## config.mk

```make
export PLATFORM = sky130hd
export DESIGN_NAME = ifetch_top
export DESIGN_NICKNAME = d
export VERILOG_FILES = /design/src/verilog/ifetch_pkg.sv /design/src/verilog/ifetch_prefetcher.sv /design/src/verilog/ifetch_obi_adapter.sv /design/src/verilog/ifetch_resp_buffer.sv /design/src/verilog/ifetch_top.sv
export VERILOG_INCLUDE_DIRS = /design/src /design/src/verilog
export SDC_FILE = /design/constraint.sdc
export NUM_CORES = 1
export LEC_CHECK = 0
export BUFFER_PORTS_ARGS = -buffer_cell sky130_fd_sc_hd__buf_2
export CELL_PAD_IN_SITES_DETAIL_PLACEMENT = 0
export CELL_PAD_IN_SITES_GLOBAL_PLACEMENT = 1
export CORE_ASPECT_RATIO = 1.25
export CORE_MARGIN = 5
export CORE_UTILIZATION = 40
export CTS_CLUSTER_SIZE = 16
export DETAILED_ROUTE_END_ITERATION = 8
export MAX_ROUTING_LAYER = met4
export PLACE_DENSITY = 0.76
export SKIP_LAST_GASP = 1
export SLEW_MARGIN = 30
export SYNTH_ARGS = -nofsm -noshare
export SYNTH_HDL_FRONTEND = slang
export SYNTH_SLANG_ARGS = --single-unit
```

## constraint.sdc

```tcl
create_clock -name clk -period 3 [get_ports clk]
set_input_delay 0.15 -clock clk [delete_from_list [all_inputs] [get_ports clk]]
set_output_delay 0.15 -clock clk [all_outputs]
set_load 0.01 [all_outputs]
```

## src/verilog/ifetch_defs.svh

```systemverilog
// Instruction fetch sizing
// Buffer depth, outstanding limit and counter widths shared by
// the prefetcher, the OBI adapter and the fetch buffer

`ifndef IFETCH_DEFS_SVH
`define IFETCH_DEFS_SVH

////////////////////////////////////////////////////////////
// Buffer and credits
////////////////////////////////////////////////////////////

// Fetch buffer entries, also the initial credit count
`define IFETCH_FIFO_DEPTH 4

// Grant parity FIFO size in the adapter
`define IFETCH_MAX_OUTSTANDING `IFETCH_FIFO_DEPTH

// Credit and outstanding counters, must hold the depth itself
`define IFETCH_CNT_W 3

`endif

```

## src/verilog/ifetch_pkg.sv

```systemverilog
// Instruction fetch types
// OBI address and read phase payloads, the fetch buffer entry
// and the adapter FSM states

package ifetch_pkg;

  ////////////////////////////////////////////////////////////
  // OBI payloads
  ////////////////////////////////////////////////////////////

  // Address phase payload
  typedef struct packed {
    logic [31:0] addr;
    logic [2:0]  prot;
    logic [1:0]  memtype;
    logic        dbg;
    logic [11:0] achk;
  } obi_req_t;

  // Read phase payload
  typedef struct packed {
    logic [31:0] rdata;
    logic        err;
    logic [4:0]  rchk;
  } obi_resp_t;

  // One fetch buffer entry handed to decode
  typedef struct packed {
    logic [31:0] rdata;
    logic        bus_err;
    logic        parity_err;
    logic        rchk_err;
  } fetch_entry_t;

  // Adapter address phase FSM
  typedef enum logic {
    TRANSPARENT,
    REGISTERED
  } obi_a_state_e;

  // Registered request after reset
  localparam obi_req_t OBI_REQ_RESET_VAL = '0;

endpackage

```

## src/verilog/ifetch_prefetcher.sv

```systemverilog
// Sequential instruction prefetcher
// Walks word addresses from the boot address and issues one fetch
// per credit; credits come back from the fetch buffer on each pop

`timescale 1ns/10ps
`include "ifetch_defs.svh"

module ifetch_prefetcher (
  input  logic                clk,
  input  logic                rst_n,
  input  logic                fetch_en_i,
  input  logic [31:0]         boot_addr_i,
  input  logic                credit_return_i,
  output logic                trans_valid_o,
  input  logic                trans_ready_i,
  output ifetch_pkg::obi_req_t trans_o
);

  // Full credit count, one per buffer slot
  localparam logic [`IFETCH_CNT_W-1:0] CREDIT_INIT = `IFETCH_FIFO_DEPTH;

  logic [31:0]              addr_q;
  logic [`IFETCH_CNT_W-1:0] credit_q;
  logic                     take;

  // Fetch accepted by the adapter
  assign take = trans_valid_o && trans_ready_i;

  // Only request while a buffer slot is guaranteed
  assign trans_valid_o = fetch_en_i && (credit_q != '0);

  // Machine mode instruction fetch, achk filled in by the adapter
  always_comb begin
    trans_o         = ifetch_pkg::OBI_REQ_RESET_VAL;
    trans_o.addr    = addr_q;
    trans_o.prot    = 3'b110;
    trans_o.memtype = 2'b00;
    trans_o.dbg     = 1'b0;
  end

  // Next fetch address
  always_ff @(posedge clk or negedge rst_n) begin
    if (!rst_n) begin
      addr_q <= '0;
    end else if (!fetch_en_i) begin
      // Track boot address until fetching starts
      addr_q <= boot_addr_i;
    end else if (take) begin
      addr_q <= addr_q + 32'd4;
    end
  end

  // Credit counter, take and return may hit in the same cycle
  always_ff @(posedge clk or negedge rst_n) begin
    if (!rst_n) begin
      credit_q <= CREDIT_INIT;
    end else if (take && !credit_return_i) begin
      credit_q <= credit_q - 1'b1;
    end else if (!take && credit_return_i) begin
      credit_q <= credit_q + 1'b1;
    end
  end

endmodule

```

## src/verilog/ifetch_obi_adapter.sv

```systemverilog
// OBI instruction bus adapter
// Maps fetch requests onto the OBI A channel, holding the address
// phase stable while gnt is withheld and inserting achk
// R channel responses pass straight through as fetch entries,
// tagged with gnt/rvalid parity and rchk errors

`timescale 1ns/10ps
`include "ifetch_defs.svh"

module ifetch_obi_adapter (
  input  logic                     clk,
  input  logic                     rst_n,
  input  logic                     trans_valid_i,
  output logic                     trans_ready_o,
  input  ifetch_pkg::obi_req_t     trans_i,
  output logic                     resp_valid_o,
  output ifetch_pkg::fetch_entry_t resp_o,
  output logic                     integrity_err_o,
  output logic                     obi_req_o,
  output logic                     obi_reqpar_o,
  output ifetch_pkg::obi_req_t     obi_a_o,
  input  logic                     obi_gnt_i,
  input  logic                     obi_gntpar_i,
  input  logic                     obi_rvalid_i,
  input  logic                     obi_rvalidpar_i,
  input  ifetch_pkg::obi_resp_t    obi_r_i
);

  ifetch_pkg::obi_a_state_e state_q, next_state;
  ifetch_pkg::obi_req_t     obi_a_q;
  logic [11:0]              achk;
  logic [4:0]               rchk_exp;
  // Bit 0 stays low so cnt_q indexes the oldest entry directly
  logic [`IFETCH_MAX_OUTSTANDING:0] par_fifo_q;
  logic [`IFETCH_CNT_W-1:0] cnt_q;
  logic                     accept;
  logic                     gntpar_err;
  logic                     gntpar_err_q;
  logic                     rvalidpar_err;
  logic                     rchk_err;

  ////////////////////////////////////////////////////////////
  // Address phase
  ////////////////////////////////////////////////////////////

  // Odd parity per field group, top bit first
  assign achk = {~^8'h00, ~^8'h00, ~^8'h00, ~^8'h00,
                 ~^6'h00,
                 ~^trans_i.dbg,
                 ~^{4'b1111, 1'b0},
                 ~^{trans_i.prot, trans_i.memtype},
                 ~^trans_i.addr[31:24],
                 ~^trans_i.addr[23:16],
                 ~^trans_i.addr[15:8],
                 ~^{trans_i.addr[7:2], 2'b00}};

  always_comb begin
    next_state = state_q;
    case (state_q)
      // Ungranted request, freeze the address phase
      ifetch_pkg::TRANSPARENT: if (obi_req_o && !obi_gnt_i) next_state = ifetch_pkg::REGISTERED;
      ifetch_pkg::REGISTERED:  if (obi_gnt_i) next_state = ifetch_pkg::TRANSPARENT;
      default:                 next_state = ifetch_pkg::TRANSPARENT;
    endcase
  end

  always_comb begin
    if (state_q == ifetch_pkg::TRANSPARENT) begin
      obi_req_o    = trans_valid_i;
      obi_a_o      = trans_i;
      obi_a_o.achk = achk;
    end else begin
      // Request never retracted before gnt
      obi_req_o = 1'b1;
      obi_a_o   = obi_a_q;
    end
  end

  assign obi_reqpar_o  = ~obi_req_o;
  assign trans_ready_o = (state_q == ifetch_pkg::TRANSPARENT);
  assign accept        = obi_req_o && obi_gnt_i;

  always_ff @(posedge clk or negedge rst_n) begin
    if (!rst_n) begin
      state_q <= ifetch_pkg::TRANSPARENT;
      obi_a_q <= ifetch_pkg::OBI_REQ_RESET_VAL;
    end else begin
      state_q <= next_state;
      if ((state_q == ifetch_pkg::TRANSPARENT) && (next_state == ifetch_pkg::REGISTERED)) begin
        obi_a_q <= obi_a_o;
      end
    end
  end

  ////////////////////////////////////////////////////////////
  // Grant parity tracking
  ////////////////////////////////////////////////////////////

  // Only meaningful while an address phase is open
  assign gntpar_err = obi_req_o && (obi_gnt_i == obi_gntpar_i);

  always_ff @(posedge clk or negedge rst_n) begin
    if (!rst_n) begin
      gntpar_err_q <= 1'b0;
      par_fifo_q   <= '0;
      cnt_q        <= '0;
    end else begin
      // Sticky over waited cycles, cleared on gnt
      if (obi_req_o) gntpar_err_q <= obi_gnt_i ? 1'b0 : (gntpar_err || gntpar_err_q);
      // Newest error enters at bit 1
      if (accept) begin
        par_fifo_q <= {par_fifo_q[`IFETCH_MAX_OUTSTANDING-1:1], gntpar_err || gntpar_err_q, 1'b0};
      end
      if (accept && !obi_rvalid_i) cnt_q <= cnt_q + 1'b1;
      else if (!accept && obi_rvalid_i) cnt_q <= cnt_q - 1'b1;
    end
  end

  ////////////////////////////////////////////////////////////
  // Response checks
  ////////////////////////////////////////////////////////////

  assign rvalidpar_err = (obi_rvalid_i == obi_rvalidpar_i);
  assign rchk_exp      = {~^obi_r_i.err, ~^obi_r_i.rdata[31:24], ~^obi_r_i.rdata[23:16],
                          ~^obi_r_i.rdata[15:8], ~^obi_r_i.rdata[7:0]};
  assign rchk_err      = obi_rvalid_i && (obi_r_i.rchk != rchk_exp);

  // Consumer has space for every response thanks to credits
  assign resp_valid_o      = obi_rvalid_i;
  assign resp_o.rdata      = obi_r_i.rdata;
  assign resp_o.bus_err    = obi_r_i.err;
  assign resp_o.parity_err = rvalidpar_err || par_fifo_q[cnt_q];
  assign resp_o.rchk_err   = rchk_err;

  assign integrity_err_o = gntpar_err || rvalidpar_err || rchk_err;

endmodule

```

## src/verilog/ifetch_resp_buffer.sv

```systemverilog
// In-order fetch buffer
// Stores adapter responses in a circular buffer and presents the
// head to decode from a register; each pop returns one credit

`timescale 1ns/10ps
`include "ifetch_defs.svh"

module ifetch_resp_buffer (
  input  logic                     clk,
  input  logic                     rst_n,
  input  logic                     push_i,
  input  ifetch_pkg::fetch_entry_t push_data_i,
  output logic                     instr_valid_o,
  input  logic                     instr_ready_i,
  output ifetch_pkg::fetch_entry_t instr_o,
  output logic                     credit_return_o
);

  localparam int DEPTH = `IFETCH_FIFO_DEPTH;
  localparam int PTR_W = $clog2(DEPTH);
  localparam int CNT_W = `IFETCH_CNT_W;

  ifetch_pkg::fetch_entry_t mem_q [DEPTH];
  logic [PTR_W-1:0] wptr_q, rptr_q, rptr_nxt;
  logic [CNT_W-1:0] count_q, count_left;
  logic             pop;

  assign pop        = instr_valid_o && instr_ready_i;
  assign rptr_nxt   = rptr_q + PTR_W'(pop);
  // Entries left once this cycle's pop is taken
  assign count_left = count_q - CNT_W'(pop);

  // Head register mirrors mem at rptr and valid follows count
  assign instr_valid_o = (count_q != '0);

  // Entry storage
  always_ff @(posedge clk) begin
    if (push_i) mem_q[wptr_q] <= push_data_i;
  end

  // Head entry for the next cycle with bypass when the buffer drains
  always_ff @(posedge clk) begin
    if (count_left == '0) begin
      instr_o <= push_data_i;
    end else begin
      instr_o <= mem_q[rptr_nxt];
    end
  end

  ////////////////////////////////////////////////////////////
  // Pointers, count and credits
  ////////////////////////////////////////////////////////////

  always_ff @(posedge clk or negedge rst_n) begin
    if (!rst_n) begin
      wptr_q          <= '0;
      rptr_q          <= '0;
      count_q         <= '0;
      credit_return_o <= 1'b0;
    end else begin
      if (push_i) wptr_q <= wptr_q + 1'b1;
      rptr_q          <= rptr_nxt;
      count_q         <= count_left + CNT_W'(push_i);
      // One credit back the cycle after each pop
      credit_return_o <= pop;
    end
  end

endmodule

```

## src/verilog/ifetch_top.sv

```systemverilog
// Instruction fetch unit
// Prefetcher, OBI adapter and fetch buffer between the instruction
// bus and decode, with credit flow control closing the loop

`timescale 1ns/10ps

module ifetch_top (
  input  logic                     clk,
  input  logic                     rst_n,
  input  logic                     fetch_en_i,
  input  logic [31:0]              boot_addr_i,
  output logic                     instr_valid_o,
  input  logic                     instr_ready_i,
  output ifetch_pkg::fetch_entry_t instr_o,
  output logic                     integrity_err_o,
  output logic                     obi_req_o,
  output logic                     obi_reqpar_o,
  output ifetch_pkg::obi_req_t     obi_a_o,
  input  logic                     obi_gnt_i,
  input  logic                     obi_gntpar_i,
  input  logic                     obi_rvalid_i,
  input  logic                     obi_rvalidpar_i,
  input  ifetch_pkg::obi_resp_t    obi_r_i
);

  // Prefetcher to adapter
  logic                     trans_valid;
  logic                     trans_ready;
  ifetch_pkg::obi_req_t     trans;
  // Adapter to buffer
  logic                     resp_valid;
  ifetch_pkg::fetch_entry_t resp;
  // Buffer to prefetcher
  logic                     credit_return;

  ifetch_prefetcher prefetcher_i (
    .clk             (clk),
    .rst_n           (rst_n),
    .fetch_en_i      (fetch_en_i),
    .boot_addr_i     (boot_addr_i),
    .credit_return_i (credit_return),
    .trans_valid_o   (trans_valid),
    .trans_ready_i   (trans_ready),
    .trans_o         (trans)
  );

  ifetch_obi_adapter adapter_i (
    .clk (clk), .rst_n (rst_n),
    .trans_valid_i (trans_valid), .trans_ready_o (trans_ready), .trans_i (trans),
    .resp_valid_o (resp_valid), .resp_o (resp), .integrity_err_o (integrity_err_o),
    .obi_req_o (obi_req_o), .obi_reqpar_o (obi_reqpar_o), .obi_a_o (obi_a_o),
    .obi_gnt_i (obi_gnt_i), .obi_gntpar_i (obi_gntpar_i),
    .obi_rvalid_i (obi_rvalid_i), .obi_rvalidpar_i (obi_rvalidpar_i), .obi_r_i (obi_r_i)
  );

  ifetch_resp_buffer buffer_i (
    .clk (clk), .rst_n (rst_n),
    .push_i (resp_valid), .push_data_i (resp),
    .instr_valid_o (instr_valid_o), .instr_ready_i (instr_ready_i), .instr_o (instr_o),
    .credit_return_o (credit_return)
  );

endmodule

```

# After elaboration in Yosys (flattened, before gate mapping)
# Memory sizes are Yosys's and may differ from the RTL's.
# Index checks and enable logic that the tools add are counted.
[op_classes]
mux = 17
n_bitwise = 3
magnitude_cmp = 1
n_addsub = 9
eq_ne = 4
n_reduce_logical = 34
[ops]
columns = ["operator", "count"]
rows = [
  ["32-bit 2-to-1 mux", 2],
  ["8-bit XNOR reduction", 8],
  ["50-bit 2-to-1 mux", 1],
  ["35-bit 2-to-1 mux", 1],
  ["32-bit by 3-bit adder with 32-bit output, second input constant", 1],
  ["1-bit logical AND", 12],
  ["3-bit 2-to-1 mux", 4],
  ["1-bit 2-to-1 mux", 7],
  ["3-bit by 1-bit adder with 3-bit output, second input constant", 2],
  ["3-bit nonzero test", 2],
  ["3-bit by 1-bit subtractor with 3-bit output, second input constant", 2],
  ["1-bit logical NOT", 5],
  ["5-bit != test", 1],
  ["1-bit logical OR", 4],
  ["3-bit by 4-bit less-than comparator with 1-bit output, second input constant", 1],
  ["2-bit nonzero test", 2],
  ["3-bit by 1-bit adder with 3-bit output", 1],
  ["1-bit binary-select mux with 3-bit select", 1],
  ["3-bit logical NOT", 1],
  ["1-bit NOT", 3],
  ["3-bit by 1-bit subtractor with 3-bit output", 1],
  ["2-bit by 1-bit adder with 2-bit output", 1],
  ["2-bit by 1-bit adder with 2-bit output, second input constant", 1],
  ["1-bit == test", 2],
  ["other kinds (2)", 2],
]
[totals]
register_bits = 137
inputBits = 78
n_memories = 1
wordCells = 88
out_inout_bits = 89
ram_bits = 140
[mem_list]
columns = ["memory", "words", "word_bits", "rd", "rd_ports_with_merged_regs", "wr", "line_no", "text"]
rows = [
  ["buffer_i.mem_q", 4, 35, 1, 0, 1, "ifetch_resp_buffer.sv:23", "ifetch_pkg::fetch_entry_t mem_q [DEPTH];"],
]

# Depth between registers and ports, before layout
# Gate-level depths: netlist of the first run.
[logic_depth]
depth_word = 8
ltp_mapped = 11
ltp_nobuf = 10

# Hierarchy
# From an unflattened synthesis of the first run, not the netlist that was laid out.
[unflattened]
cells_unflattened = 932
hier_area_um2 = 12574.6
[modules_own_cells]
columns = ["mod", "area_per_inst_um2", "cells_each", "n_inst", "seq_area_each_um2"]
rows = [
  ["ifetch_resp_buffer", 6665.1, 292, 1, 5104.9],
  ["ifetch_obi_adapter", 3689.8, 394, 1, 1476.4],
  ["ifetch_prefetcher", 2219.6, 246, 1, 877.1],
]

# Worst setup path before layout of the first run
# Ideal clock, no wire load.
[synth_path]
path_type = "register -> register"
from = "reg buffer_i.count_q[1]"
to = "reg, netlist name buffer_i.instr_o[15]"
arrival_ns = 2.830
n_path_buf = 2
t_required_ns = 2.879
slack_ns = 0.049
period_less_slack_ns = 2.951
setup_time_ns = 0.121
path_stages_with_launch = 8
cell_sequence = "dfrtp_1 -> or3_1 -> and2_1 -> ha_1 -> buf_2 -> buf_1 -> mux4_2 -> mux2_2"
[synth_between]
elab_chain_len = 5
word_cells_on_any_way = 7
classes_between = "add/sub (2); mux (1); reduce/logical (3); memory (1)"
[synth_lines]
columns = ["element", "line_no", "text"]
rows = [
  ["start: declaration", "ifetch_resp_buffer.sv:25", "logic [CNT_W-1:0] count_q, count_left;"],
  ["start signal: assignment", "ifetch_resp_buffer.sv:63", "count_q <= count_left + CNT_W'(push_i);"],
  ["3-bit nonzero test", "ifetch_resp_buffer.sv:34", "assign instr_valid_o = (count_q != '0);"],
  ["net instr_valid_o", "ifetch_top.sv:12", "output logic instr_valid_o,"],
  ["1-bit logical AND", "ifetch_resp_buffer.sv:28", "assign pop = instr_valid_o && instr_ready_i;"],
  ["net buffer_i.pop", "ifetch_resp_buffer.sv:26", "logic pop;"],
  ["2-bit by 1-bit adder with 2-bit output", "ifetch_resp_buffer.sv:29", "assign rptr_nxt = rptr_q + PTR_W'(pop);"],
  ["net buffer_i.rptr_nxt[0]", "ifetch_resp_buffer.sv:24", "logic [PTR_W-1:0] wptr_q, rptr_q, rptr_nxt;"],
  ["memory read 4 x 35 bit", "n/a", ""],
  ["35-bit 2-to-1 mux", "ifetch_resp_buffer.sv:43", "if (count_left == '0) begin"],
]
# The timed path passes the listed nets, and every way through them passes these cells.
# A chain may end at the register's enable or synchronous reset.

# Worst setup path in the final report of the first run
[layout_path]
from = "in obi_r_i[6] in the netlist's numbering"
to = "out integrity_err_o"
[layout_between]
elab_chain_len = 4
[layout_lines]
columns = ["element", "line_no", "text"]
rows = [
  ["start: declaration", "ifetch_top.sv:23", "input ifetch_pkg::obi_resp_t obi_r_i"],
  ["8-bit XNOR reduction", "ifetch_obi_adapter.sv:125", "~^obi_r_i.rdata[15:8], ~^obi_r_i.rdata[7:0]};"],
  ["5-bit != test", "ifetch_obi_adapter.sv:126", "assign rchk_err = obi_rvalid_i && (obi_r_i.rchk != rchk_exp);"],
  ["1-bit logical AND", "ifetch_obi_adapter.sv:126", ""],
  ["1-bit logical OR", "ifetch_obi_adapter.sv:135", "assign integrity_err_o = gntpar_err || rvalidpar_err || rchk_err;"],
  ["end: declaration", "ifetch_top.sv:15", "output logic integrity_err_o,"],
]
# No other way between the ends.

==> results list, run 1 <==
- For the pin with the worst max-slew slack, the measured transition is 0.7096 ns.
- At the end of routability-driven placement, the weighted congestion stood at 0.7709.
- The worst-case IR drop observed on VDD is 650.1 uV.
- Number of buffers on the longest clock path: 3
- EDFF count, synth: 140
- Type of element launching the critical path: input pin
* HPWL reported at the end of detailed placement: 17090 um
- The worst setup path is of the in -> out kind.
* Pin count of the biggest net entering global routing: 61
- Share of post-route cells with drive strength above 1: 37.93%
- In this run the power density over the cells is 939.4 nW/um2.
- For this configuration, the core starts out at a cell density of 40.45%.
* CTS Buf Count: 29
- Final Util: 51.36%
- After detailed routing, the average wire length per cell comes to 17.65 um.
- Most frequent cells in the layout: sky130_fd_sc_hd__buf_2, sky130_fd_sc_hd__edfxtp_1, sky130_fd_sc_hd__mux2_2
* Number of antenna violations at the first check in global routing: 0
* Design Area, Final: 14980 um2
* Flops & latches, synth: 277
* Core area: 29170 um2
- Dominant synthesized flop cell: sky130_fd_sc_hd__edfxtp_1
- Clock-pin slew was measured on the worst setup and hold paths at 0.06 ns.
- Most common cell after layout, fill and taps aside: sky130_fd_sc_hd__buf_2
- Setup violations remaining at the end of the flow were counted as 0.
* Root buffer cell: sky130_fd_sc_hd__clkbuf_16
- In this run the vertical extent of the chip is 202.0 um.
- After global routing the overflow that remains totals 0.
- Biggest fanout along the worst timing path: 6
- In the routed design, unresolved DRC markers number 0.
* Vias per std cell: 4.873
- The clock arrives with 0.01572 ns of skew.
- Data required time at the worst endpoint: 2.85 ns
- In the finished design, the share of the clock period the worst path needs comes to 87.26%.
* Aggregate negative setup slack: 0 ns
* Post-route ant nets: 0
- Synth async-reset ratio: 36.82%
- Instance count of the mapped netlist: 769
- Number of buffers added on ports: 166
- In this run the number of H-tree levels came out at 1.
- Once the clock tree was built, the setup fixing pass inserted 0 buffers.
- The run finished with clean final reports.
- The first detailed-routing pass ran for 4 iterations.
* Max-slew headroom at the worst pin: 52.26%
- For this run, the top clock speed supported by timing is 382.0 MHz.
* Count of final hold-check violations: 0
- Max Slew Vio Count: 0
- At the later pin of the worst-skew pair, clock insertion delay measures 0.53 ns.
* Worst min-delay path category: in -> reg
* Number of placement rows: 70
* Min cycle time layout: 2.618 ns
* Routed WL: 25410 um
- When the netlist entered floorplanning its net count stood at 874.
* Placed inst area: 13240 um2
* Number of top-level pins: 167
- Setup crit end kind: output pin
- The Yosys step of the flow raised 0 warnings.
* Cell Area, Synth: 11800 um2
* Clock tree from TritonCTS: built
- Area growth from synthesis to layout: 26.95%
- Maximum Capacitance Violations: 0
- P_leak: 5.777 nW
* Arrival time reported for the critical path endpoint: 2.47 ns
- Setup repair after global routing missed its margin: no
- Area of the die: 33050 um2
- The first global-routing pass estimated 40650 um of wire.
- Clock net sink count: 277
* Total Routing Usage GR: 15.80%
- Via count: 7017
- In this run, the number of DRC markers left after iteration 0 of detailed routing was 213.
- Post-synthesis average cell area: 15.34 um2
- The final layout contains 1127 nets.
- The number of global-route vias before repair is 7481.
- Number of library cell types mapped by synthesis: 45
- Measured along the x axis, the die boundary spans 163.6 um.
- Of the synthesized area, sequential elements account for 63.21%.
- Antenna cell count: 0
## area by class of cell
class	count	area, um2
well taps	396	495.5
repair buffers	253	1737
clock inverters	19	264.0
flip-flops and latches	277	7460
multi-input cells	441	4173
clock buffers	34	774.5
fillers	2487	14190
inverters	20	75.07
## per-layer routing
metal  vias to the layer above  wire length (um)  part of all wire [%]  track usage, %
li1                       3320                 -                     -               -
met1                      3473             10560                    42           19.47
met2                       192             12980                    51           27.17
met3                        32              1454                   5.7           2.957
met4                         0               412                   1.6           3.446
met5                         -                 0                     0               -
## registers in the layout, indices dropped and copies added (netlist names)
name,count
buffer_i.mem_q,140
adapter_i.obi_a_q,50
buffer_i.instr_o,35
prefetcher_i.addr_q,32
adapter_i.par_fifo_q,4
adapter_i.cnt_q,3
buffer_i.count_q,3
prefetcher_i.credit_q,3
buffer_i.rptr_q,2
buffer_i.wptr_q,2
adapter_i.gntpar_err_q,1
adapter_i.state_q,1
buffer_i.credit_return_o,1
## metrics by stage
stage	hold slack, ns	setup WS, ns	std cells	power, mW
4_1_cts	0.1633	0.3181	1440	14.29
6_report	0.1838	0.3821	1440	14.07
2_1_floorplan	-0.1456	0.04923	769	8.740
3_3_place_gp	0.2241	0.4477	1317	10.18
5_1_grt	0.2247	0.2307	1440	14.90
3_5_place_dp	0.2319	0.3950	1317	10.32
## worst paths after layout
kind	startpoint	endpoint	slack, ns	cells after the start
setup / recovery	obi_r_i[6]	integrity_err_o	0.38	9
hold / removal	fetch_en_i	prefetcher_i.addr_q[5]$_DFFE_PN0N_	0.18	5
setup reg to reg	buffer_i.count_q[1]$_DFF_PN0_	buffer_i.instr_o[1]$_DFF_P_	0.41	6
hold reg to reg	adapter_i.obi_a_q[11]$_DFFE_PN0P_	adapter_i.obi_a_q[11]$_DFFE_PN0P_	0.46	1
max in group asynchronous	rst_n	prefetcher_i.credit_q[2]$_DFFE_PN1P_	2.10	3
min in group asynchronous	rst_n	prefetcher_i.addr_q[1]$_DFFE_PN0P_	0.19	2
## cell families after synthesis
logic type      share of synthesized area (%)
buf+inv                                 1.686
fa+ha+maj                               2.990
simple gates                            6.183
compound gates                          2.375
xor+xnor                                6.310
mux                                     17.24
flops                                   63.21
## cell usage after synthesis, types with 9 or more instances
cell	instances	area share [%]
sky130_fd_sc_hd__edfxtp_1	140	36
sky130_fd_sc_hd__mux2_2	108	10
sky130_fd_sc_hd__dfrtp_1	101	21
sky130_fd_sc_hd__xnor2_1	49	3.6
sky130_fd_sc_hd__nor2_1	46	1.5
sky130_fd_sc_hd__dfxtp_1	35	5.9
sky130_fd_sc_hd__mux4_2	35	6.7
sky130_fd_sc_hd__a21oi_1	31	1.3
sky130_fd_sc_hd__ha_1	25	2.7
sky130_fd_sc_hd__xor2_1	23	1.7
sky130_fd_sc_hd__clkbuf_1	21	0.67
sky130_fd_sc_hd__inv_1	20	0.64
sky130_fd_sc_hd__nand2_1	20	0.64
sky130_fd_sc_hd__and2_1	10	0.53
sky130_fd_sc_hd__nand2b_1	10	0.53
sky130_fd_sc_hd__nand4_1	10	0.53
sky130_fd_sc_hd__or2_2	10	0.53
sky130_fd_sc_hd__nor3_1	9	0.38
## worst max-delay path, cell delays in order
cell and delay [ns]:
sky130_fd_sc_hd__dlygate4sd3_1 0.53, sky130_fd_sc_hd__buf_2 0.16, sky130_fd_sc_hd__xnor2_1 0.31, sky130_fd_sc_hd__xnor3_1 0.38
sky130_fd_sc_hd__xnor2_1 0.16, sky130_fd_sc_hd__nor4_1 0.30, sky130_fd_sc_hd__buf_4 0.19, sky130_fd_sc_hd__o21ai_0 0.12
sky130_fd_sc_hd__buf_2 0.17
## repair_timing
action,CTS,global route
hold buffers,70,0
setup endpoints to repair,0,0
hold endpoints to repair,251,0
resized for setup,0,0
## where the power goes
part / switching, mW / internal [mW]
clock: 1.48 / 2.37
combinational: 2.13 / 2.51
sequential: 0.462 / 5.12
total: 4.08 / 9.99
Power figures use the tool's default switching activity.
==> run 2, diff against run 1 <==
--- a/config.mk
+++ b/config.mk
@@ -7,15 +7,14 @@
 export NUM_CORES = 1
 export LEC_CHECK = 0
 export BUFFER_PORTS_ARGS = -buffer_cell sky130_fd_sc_hd__buf_2
-export CELL_PAD_IN_SITES_DETAIL_PLACEMENT = 0
-export CELL_PAD_IN_SITES_GLOBAL_PLACEMENT = 1
+export CAP_MARGIN = 20
 export CORE_ASPECT_RATIO = 1.25
 export CORE_MARGIN = 5
 export CORE_UTILIZATION = 40
 export CTS_CLUSTER_SIZE = 16
 export DETAILED_ROUTE_END_ITERATION = 8
 export MAX_ROUTING_LAYER = met4
-export PLACE_DENSITY = 0.76
+export PLACE_DENSITY = 0.66
 export SKIP_LAST_GASP = 1
 export SLEW_MARGIN = 30
 export SYNTH_ARGS = -nofsm -noshare
==> run 2 against run 1 <==
Against the previous run: combinational power about the same; power down 1.9%; clock power shrank 6.2%; sequential power about the same; sequential share of layout area is 0.24 points higher.
==> results list, run 2 (same netlist as run 1, synthesis figures left out) <==
* Outcome: complete, no violations (unchanged)
* Cell chain of the critical path: or3_1 > and2_1 > ha_2 > buf_12 > mux4_2 > mux2_2 (was dlygate4sd3_1 > buf_2 > xnor2_1 > xnor3_1 > xnor2_1 > nor4_1 > buf_4 > o21ai_0 > buf_2)
- Deepest level of the CTS H-tree: 1 (unchanged)
* Cell class contributing the biggest share of worst-path delay: multiplexers (was buffers and inverters)
* Via count: 7057 (was 7017)
- Setup crit end kind: flop (was output pin)
- The summed negative setup slack over all endpoints is 0 ns (unchanged).
* Number of buffers added on ports: 166 (unchanged)
- P_leak: 5.754 nW (was 5.777 nW)
* Clock skew after layout: 0.009652 ns (was 0.01572 ns)
- Number of top-level pins: 167 (unchanged)
- The post-route antenna net violation count came to 0 (unchanged).
- The die footprint is 33050 um2 (unchanged).
- The total length of routed met3 wires was 1587 um (was 1454 um).
- The number of failing setup endpoints in the final timing report came to 0 (unchanged).
- The number of max-capacitance violations reported was 0 (unchanged).
* Critical path's largest stage delay: 0.55 ns (was 0.53 ns)
- The maximum fanout along the worst path came to 15 (was 6).
* Pin count of the biggest net entering global routing: 72 (was 61)
* Clock transition at the registers of the reported paths: 0.06 ns (about the same)
* Power density over cell area: 926.4 nW/um2 (was 939.4 nW/um2)
* Clock tree from TritonCTS: built (unchanged)
- The final setup slack of the worst path was 0.3504 ns (was 0.3821 ns).
- Routed WL: 25010 um (was 25410 um)
* Largest registers: buffer_i.mem_q x140, adapter_i.obi_a_q x50, buffer_i.instr_o x35 (unchanged)
* Slew at the pin with the worst max-slew slack: 0.7262 ns (was 0.7096 ns)
- The flip-flop count of the largest register, all copies and words added is 140 (unchanged).
- The register with the highest flop count is buffer_i.mem_q (unchanged).
- The overall global routing resource usage was 15.58% (was 15.80%).
- The highest ir drop seen on vdd is 486.0 uV (was 650.1 uV).
* Number of global-route vias before repair: 7534 (was 7481)
- The global placer's final weighted congestion was 0.8410 (was 0.7709).
* Worst setup path class: reg -> reg (was in -> out)
- The worst hold-check path type was in -> async (was in -> reg).
- The maximum buffer depth of the clock tree is 3 (unchanged).
- The fraction of layout instances using a drive strength above 1 came to 37.80% (was 37.93%).
- The final number of max-transition violations was 0 (unchanged).
* Global-route wire length before repair: 39860 um (was 40650 um)
- WP buf/inv: 1 (was 4)
* Setup repair after global routing missed its margin: no (unchanged)
- Max Clk Rate: 377.4 MHz (was 382.0 MHz)
* Pre-CTS WS: 0.3165 ns (was 0.3950 ns)
* Data required time at the worst endpoint: 3.42 ns (was 2.85 ns)
* Net count of the finished layout: 1128 (was 1127)
- CTS Buf Count: 28 (was 29)
- Most frequent cells in the layout: sky130_fd_sc_hd__buf_2, sky130_fd_sc_hd__edfxtp_1, sky130_fd_sc_hd__mux2_2 (unchanged).
- The synthesis-to-layout area growth was 26.34% (was 26.95%).
* Most common cell after layout, fill and taps aside: sky130_fd_sc_hd__buf_2 (unchanged)
* Antenna cell count: 0 (unchanged)
- DRC viols: 0 (unchanged)
* Root buffer cell: sky130_fd_sc_hd__clkbuf_16 (unchanged)
- 1st-pass router iterations: 4 (unchanged)
- The clock latency on the worst-skew pair came to 0.53 ns (about the same).
* Core area: 29170 um2 (unchanged)
- The effective utilization at floorplan came to 40.45% (unchanged).
* Type of element launching the critical path: flop (was input pin)
- Die boundary height: 202.0 um (unchanged)
- Power after layout: 13.81 mW (was 14.07 mW)
- The count of cells resized by post-cts repair came to 0 (unchanged).
- Number of antenna violations at the first check in global routing: 0 (unchanged)
- Worst hold margin: 0.1766 ns (was 0.1838 ns)
* Post-route clock period utilization: 88.32% (was 87.26%)
- HPWL reported at the end of detailed placement: 16550 um (was 17090 um)
- The vias per cell is 4.897 (was 4.873).
* Routed wire length on met2: 12770 um (was 12980 um)
- The total congestion overflow after global routing was 0 (unchanged).
- The post-CTS setup buffer count is 0 (unchanged).
* Number of placement rows: 70 (unchanged)
- The number of hold violations in the final report is 0 (unchanged).
- The headroom to the max-slew limit was 51.14% (was 52.26%).
* Library cell contributing the largest single delay on the critical path: sky130_fd_sc_hd__ha_2 (was sky130_fd_sc_hd__dlygate4sd3_1)
- The minimum clock period is 2.650 ns (was 2.618 ns).
- The data arrival at the endpoint of the critical path was 3.07 ns (was 2.47 ns).
- Top Metal Used: met4 (unchanged)
- Average routed wire per standard cell: 17.35 um (was 17.65 um)
- The iteration-0 DRC count of the detailed router was 402 (was 213).
- Met1 routed wirelength after detailed routing: 10220 um (was 10560 um)
- Die extent in x: 163.6 um (unchanged)
* Clock net sink count: 277 (unchanged)
==> run 2: metrics by stage <==
step	cells	util, %	instance area [um2]
floorplan	769	-	11800
global placement	1319	45.35	13230
detailed placement	1319	45.35	13230
CTS	1441	51.10	14900
global route	1441	51.11	14910
finish	1441	51.11	14910
==> run 2: repair_timing <==
item / 4_1_cts / 5_1_grt
hold buffers: 70 / 0
hold endpoints to repair: 272 / 0
setup endpoints to repair: 0 / 0
==> run 2: per-layer routing <==
layer | GRT usage (%) | up-vias
li1 | - | 3324
met1 | 19.46 | 3518
met2 | 26.43 | 180
met3 | 3.019 | 35
met4 | 3.386 | 0
met5 | - | -
==> run 2: worst paths after layout <==
path / startpoint / to / slack (ns) / cells after the start
min in group clk: fetch_en_i / prefetcher_i.addr_q[5]$_DFFE_PN0N_ / 0.18 / 5
worst min register to register: adapter_i.obi_a_q[6]$_DFFE_PN0P_ / adapter_i.obi_a_q[6]$_DFFE_PN0P_ / 0.46 / 1
worst max-delay path: buffer_i.count_q[1]$_DFF_PN0_ / buffer_i.instr_o[18]$_DFF_P_ / 0.35 / 6
worst min-delay path: rst_n / adapter_i.obi_a_q[19]$_DFFE_PN0P_ / 0.18 / 2
worst max register to register: buffer_i.count_q[1]$_DFF_PN0_ / buffer_i.instr_o[18]$_DFF_P_ / 0.35 / 6
max in group asynchronous: rst_n / adapter_i.obi_a_q[5]$_DFFE_PN0P_ / 2.09 / 3
==> run 2: layout make-up <==
class | count | area [um2]
clock buffer | 34 | 753.2
clock inverter | 18 | 224.0
fill | 2503 | 14260
inverter | 20 | 75.07
multi-input combinational | 441 | 4169
sequential | 277 | 7460
tap | 396 | 495.5
timing repair buffer | 255 | 1730
==> run 2: where the power goes <==
part | leakage (nW) | internal, mW | switching [mW]
Combinational | 2.54 | 2.49 | 2.13
Clock | 0.477 | 2.15 | 1.46
Sequential | 2.74 | 5.12 | 0.458
==> run 2: worst reg2reg max path, cell delays in order (launching register included) <==
cell and delay, ns:
sky130_fd_sc_hd__dfrtp_1 0.38, sky130_fd_sc_hd__or3_1 0.38, sky130_fd_sc_hd__and2_1 0.21, sky130_fd_sc_hd__ha_2 0.55
sky130_fd_sc_hd__buf_12 0.23, sky130_fd_sc_hd__mux4_2 0.52, sky130_fd_sc_hd__mux2_2 0.28
==> run 3, diff against run 2 <==
--- a/config.mk
+++ b/config.mk
@@ -11,6 +11,7 @@
 export CORE_ASPECT_RATIO = 1.25
 export CORE_MARGIN = 5
 export CORE_UTILIZATION = 40
+export CTS_BUF_LIST = sky130_fd_sc_hd__clkbuf_4
 export CTS_CLUSTER_SIZE = 16
 export DETAILED_ROUTE_END_ITERATION = 8
 export MAX_ROUTING_LAYER = met4
==> run 3 against run 2 <==
Against the previous run: core utilization decreased by 0.14 points; flip-flop and latch count unchanged; highest routed layer unchanged; global-route usage increased by 0.59 points; design area decreased by 0.28%; wire length increased by 1.9%; sequential power about the same.
==> results list, run 3 (same netlist as run 1, synthesis figures left out) <==
- The headroom to the max-slew limit was 51.64% (was 51.14%).
* Number of buffers added on ports: 166 (unchanged)
- The hold-fix buffer count after cts was 71 (was 70).
* Biggest register: buffer_i.mem_q (unchanged)
- Deepest level of the CTS H-tree: 3 (was 1)
* Data required time at the worst endpoint: 3.54 ns (was 3.42 ns)
* Max Clk Rate: 378.2 MHz (was 377.4 MHz)
- Power density over cell area: 900.7 nW/um2 (was 926.4 nW/um2)
* Clock skew after layout: 0.04589 ns (was 0.009652 ns)
- Worst setup path class: reg -> reg (unchanged)
- Die boundary height: 202.0 um (unchanged)
- Placed inst area: 13230 um2 (unchanged)
* Post-route ant nets: 0 (unchanged)
- The effective utilization at floorplan came to 40.45% (unchanged).
- Biggest fanout along the worst timing path: 15 (unchanged)
- WP buf/inv: 1 (unchanged)
- Worst min-delay path category: in -> async (unchanged)
- The synthesis-to-layout area growth came to 25.99% (was 26.34%).
- Critical path's largest stage delay: 0.55 ns (about the same)
- Met1 Use GR: 19.00% (was 19.46%)
* Core area: 29170 um2 (unchanged)
- The vias per cell came to 4.797 (was 4.897).
* Clock transition at the registers of the reported paths: 0.06 ns (about the same)
- The final setup slack of the worst path is 0.3560 ns (was 0.3504 ns).
- Number of antenna violations at the first check in global routing: 1 (was 0)
* Library cell contributing the largest single delay on the critical path: sky130_fd_sc_hd__ha_2 (unchanged)
* Post-cts sizing count: 0 (unchanged)
- Most Crowded Layer GR: met2 (unchanged)
- Count of final setup violators: 0 (unchanged)
- The number of remaining DRC errors is 0 (unchanged).
- Maximum Capacitance Violations: 0 (unchanged)
- The number of vias after detailed routing is 7296 (was 7057).
- The total congestion overflow after global routing came to 0 (unchanged).
- Number of placement rows: 70 (unchanged)
- The data arrival at the endpoint of the critical path is 3.18 ns (was 3.07 ns).
- Die extent in x: 163.6 um (unchanged)
- The number of top-level pins was 167 (unchanged).
- The number of clock sinks was 277 (unchanged).
* Clk_lat worst skew: 0.66 ns (was 0.53 ns)
- Clock tree from TritonCTS: built (unchanged)
* Average routed wire per standard cell: 16.76 um (was 17.35 um)
- Net count of the finished layout: 1174 (was 1128)
* Worst supply voltage drop on vdd: 494.2 uV (was 486.0 uV)
- The number of placed instances, taps included was 1319 (unchanged).
- Design Area, Final: 14870 um2 (was 14910 um2)
- 1st-pass router iterations: 5 (was 4)
* CTS Buf Count: 73 (was 28)
* Largest registers: buffer_i.mem_q x140, adapter_i.obi_a_q x50, buffer_i.instr_o x35 (unchanged)
- Cell chain of the critical path: or3_1 > and2_1 > ha_2 > buf_12 > mux4_2 > mux2_2 (unchanged)
* GPL Wtd Cong: 0.8410 (unchanged)
* Flip-flop count of the largest register, all copies and words added: 140 (unchanged)
- The fraction of the cycle the final worst path needs is 88.13% (was 88.32%).
- The minimum clock period is 2.644 ns (was 2.650 ns).
* Setup crit end kind: flop (unchanged)
- The overall power after layout is 13.39 mW (was 13.81 mW).
- P_leak: 5.832 nW (was 5.754 nW)
- Total setup buffers inserted after CTS: 0 (unchanged)
- The sum of net half-perimeters after detailed placement was 16550 um (unchanged).
- The fraction of layout instances using a drive strength above 1 is 41.37% (was 37.80%).
* Setup repair after global routing missed its margin: no (unchanged)
* Slew at the pin with the worst max-slew slack: 0.7187 ns (was 0.7262 ns)
* Global-route wire length before repair: 40930 um (was 39860 um)
- Routing usage on met2: 26.89% (was 26.43%)
- Most frequent cells in the layout: sky130_fd_sc_hd__buf_2, sky130_fd_sc_hd__edfxtp_1, sky130_fd_sc_hd__clkbuf_4 (was sky130_fd_sc_hd__buf_2, sky130_fd_sc_hd__edfxtp_1, sky130_fd_sc_hd__mux2_2)
* Pin count of the biggest net entering global routing: 72 (unchanged)
- The met3 usage in global routing came to 4.487% (was 3.019%).
- The overall global routing resource usage is 16.16% (was 15.58%).
- Count of final hold-check violations: 0 (unchanged)
- The iteration-0 DRC count of the detailed router came to 323 (was 402).
- Worst setup slack for register-to-register paths: 0.36 ns (was 0.35 ns)
- The pre-CTS setup slack is 0.3165 ns (unchanged).
- The maximum buffer depth of the clock tree is 3 (unchanged).
- The die footprint came to 33050 um2 (unchanged).
- Routed WL: 25490 um (was 25010 um)
* Root buffer cell: sky130_fd_sc_hd__clkbuf_4 (was sky130_fd_sc_hd__clkbuf_16)
* Max Slew Vio Count: 0 (unchanged)
* Post-route non-filler standard cell count: 1521 (was 1441)
- The number of global-route vias before repair is 8034 (was 7534).
- The family with the most delay on the worst path is multiplexers (unchanged).
- The most common cell after layout, fill and taps aside is sky130_fd_sc_hd__buf_2 (unchanged).
- Outcome: complete, no violations (unchanged)
- Aggregate negative setup slack: 0 ns (unchanged)
* Type of element launching the critical path: flop (unchanged)
-- run 3: cell count changes in the layout (fill, tap and decap cells not counted), sizes merged --
| cell | previous run | this run |
|---|---|---|
| bufinv | 4 | 0 |
| clkbuf | 34 | 111 |
| clkinv | 9 | 14 |
| diode | 0 | 1 |
| dlygate4sd3 | 70 | 71 |
-- run 3: stage by stage --
step / hold slack, ns / utilization [%]
final: 0.05986 / 50.97
after floorplan: -0.1456 / -
after detailed placement: 0.3539 / 45.35
after global placement: 0.3504 / 45.35
after global routing: 0.07278 / 50.97
after CTS: 0.02362 / 50.95
-- run 3: final cells by class --
type | count | area [um2]
fillers | 2546 | 14300
clock buffers | 111 | 833.3
flip-flops and latches | 277 | 7460
diodes | 1 | 2.502
multi-input cells | 441 | 4169
repair buffers | 256 | 1740
well taps | 396 | 495.5
clock inverters | 19 | 90.09
inverters | 20 | 75.07
-- run 3: routing by layer --
| layer | up-vias | part of all wire (%) | routed length [um] |
|---|---|---|---|
| met1 | 3570 | 40 | 10200 |
| met2 | 228 | 51 | 13050 |
| met5 | - | 0 | 0 |
| met3 | 36 | 7.1 | 1798 |
| met4 | 0 | 1.7 | 446 |
| li1 | 3462 | - | - |
-- run 3: final timing paths --
path	from	end	depth (start not counted)
max	buffer_i.count_q[1]$_DFF_PN0_	buffer_i.instr_o[18]$_DFF_P_	6
min	rst_n	prefetcher_i.addr_q[1]$_DFFE_PN0P_	2
max reg2reg	buffer_i.count_q[1]$_DFF_PN0_	buffer_i.instr_o[18]$_DFF_P_	6
min reg2reg	adapter_i.obi_a_q[6]$_DFFE_PN0P_	adapter_i.obi_a_q[6]$_DFFE_PN0P_	1
max in group asynchronous	rst_n	adapter_i.obi_a_q[7]$_DFFE_PN0P_	3
min in group clk	fetch_en_i	prefetcher_i.addr_q[7]$_DFFE_PN0N_	5
-- run 3: worst register-to-register path: stages (launching register included) --
cell and delay (ns):
sky130_fd_sc_hd__dfrtp_1 0.38, sky130_fd_sc_hd__or3_1 0.38, sky130_fd_sc_hd__and2_1 0.20, sky130_fd_sc_hd__ha_2 0.55, sky130_fd_sc_hd__buf_12 0.23, sky130_fd_sc_hd__mux4_2 0.52, sky130_fd_sc_hd__mux2_2 0.28
-- run 3: power by group --
group | switching (mW) | leakage, nW | internal [mW]
clock | 1.49 | 0.551 | 1.70
combinational | 2.13 | 2.54 | 2.49
sequential | 0.459 | 2.74 | 5.12
total | 4.08 | 5.83 | 9.31
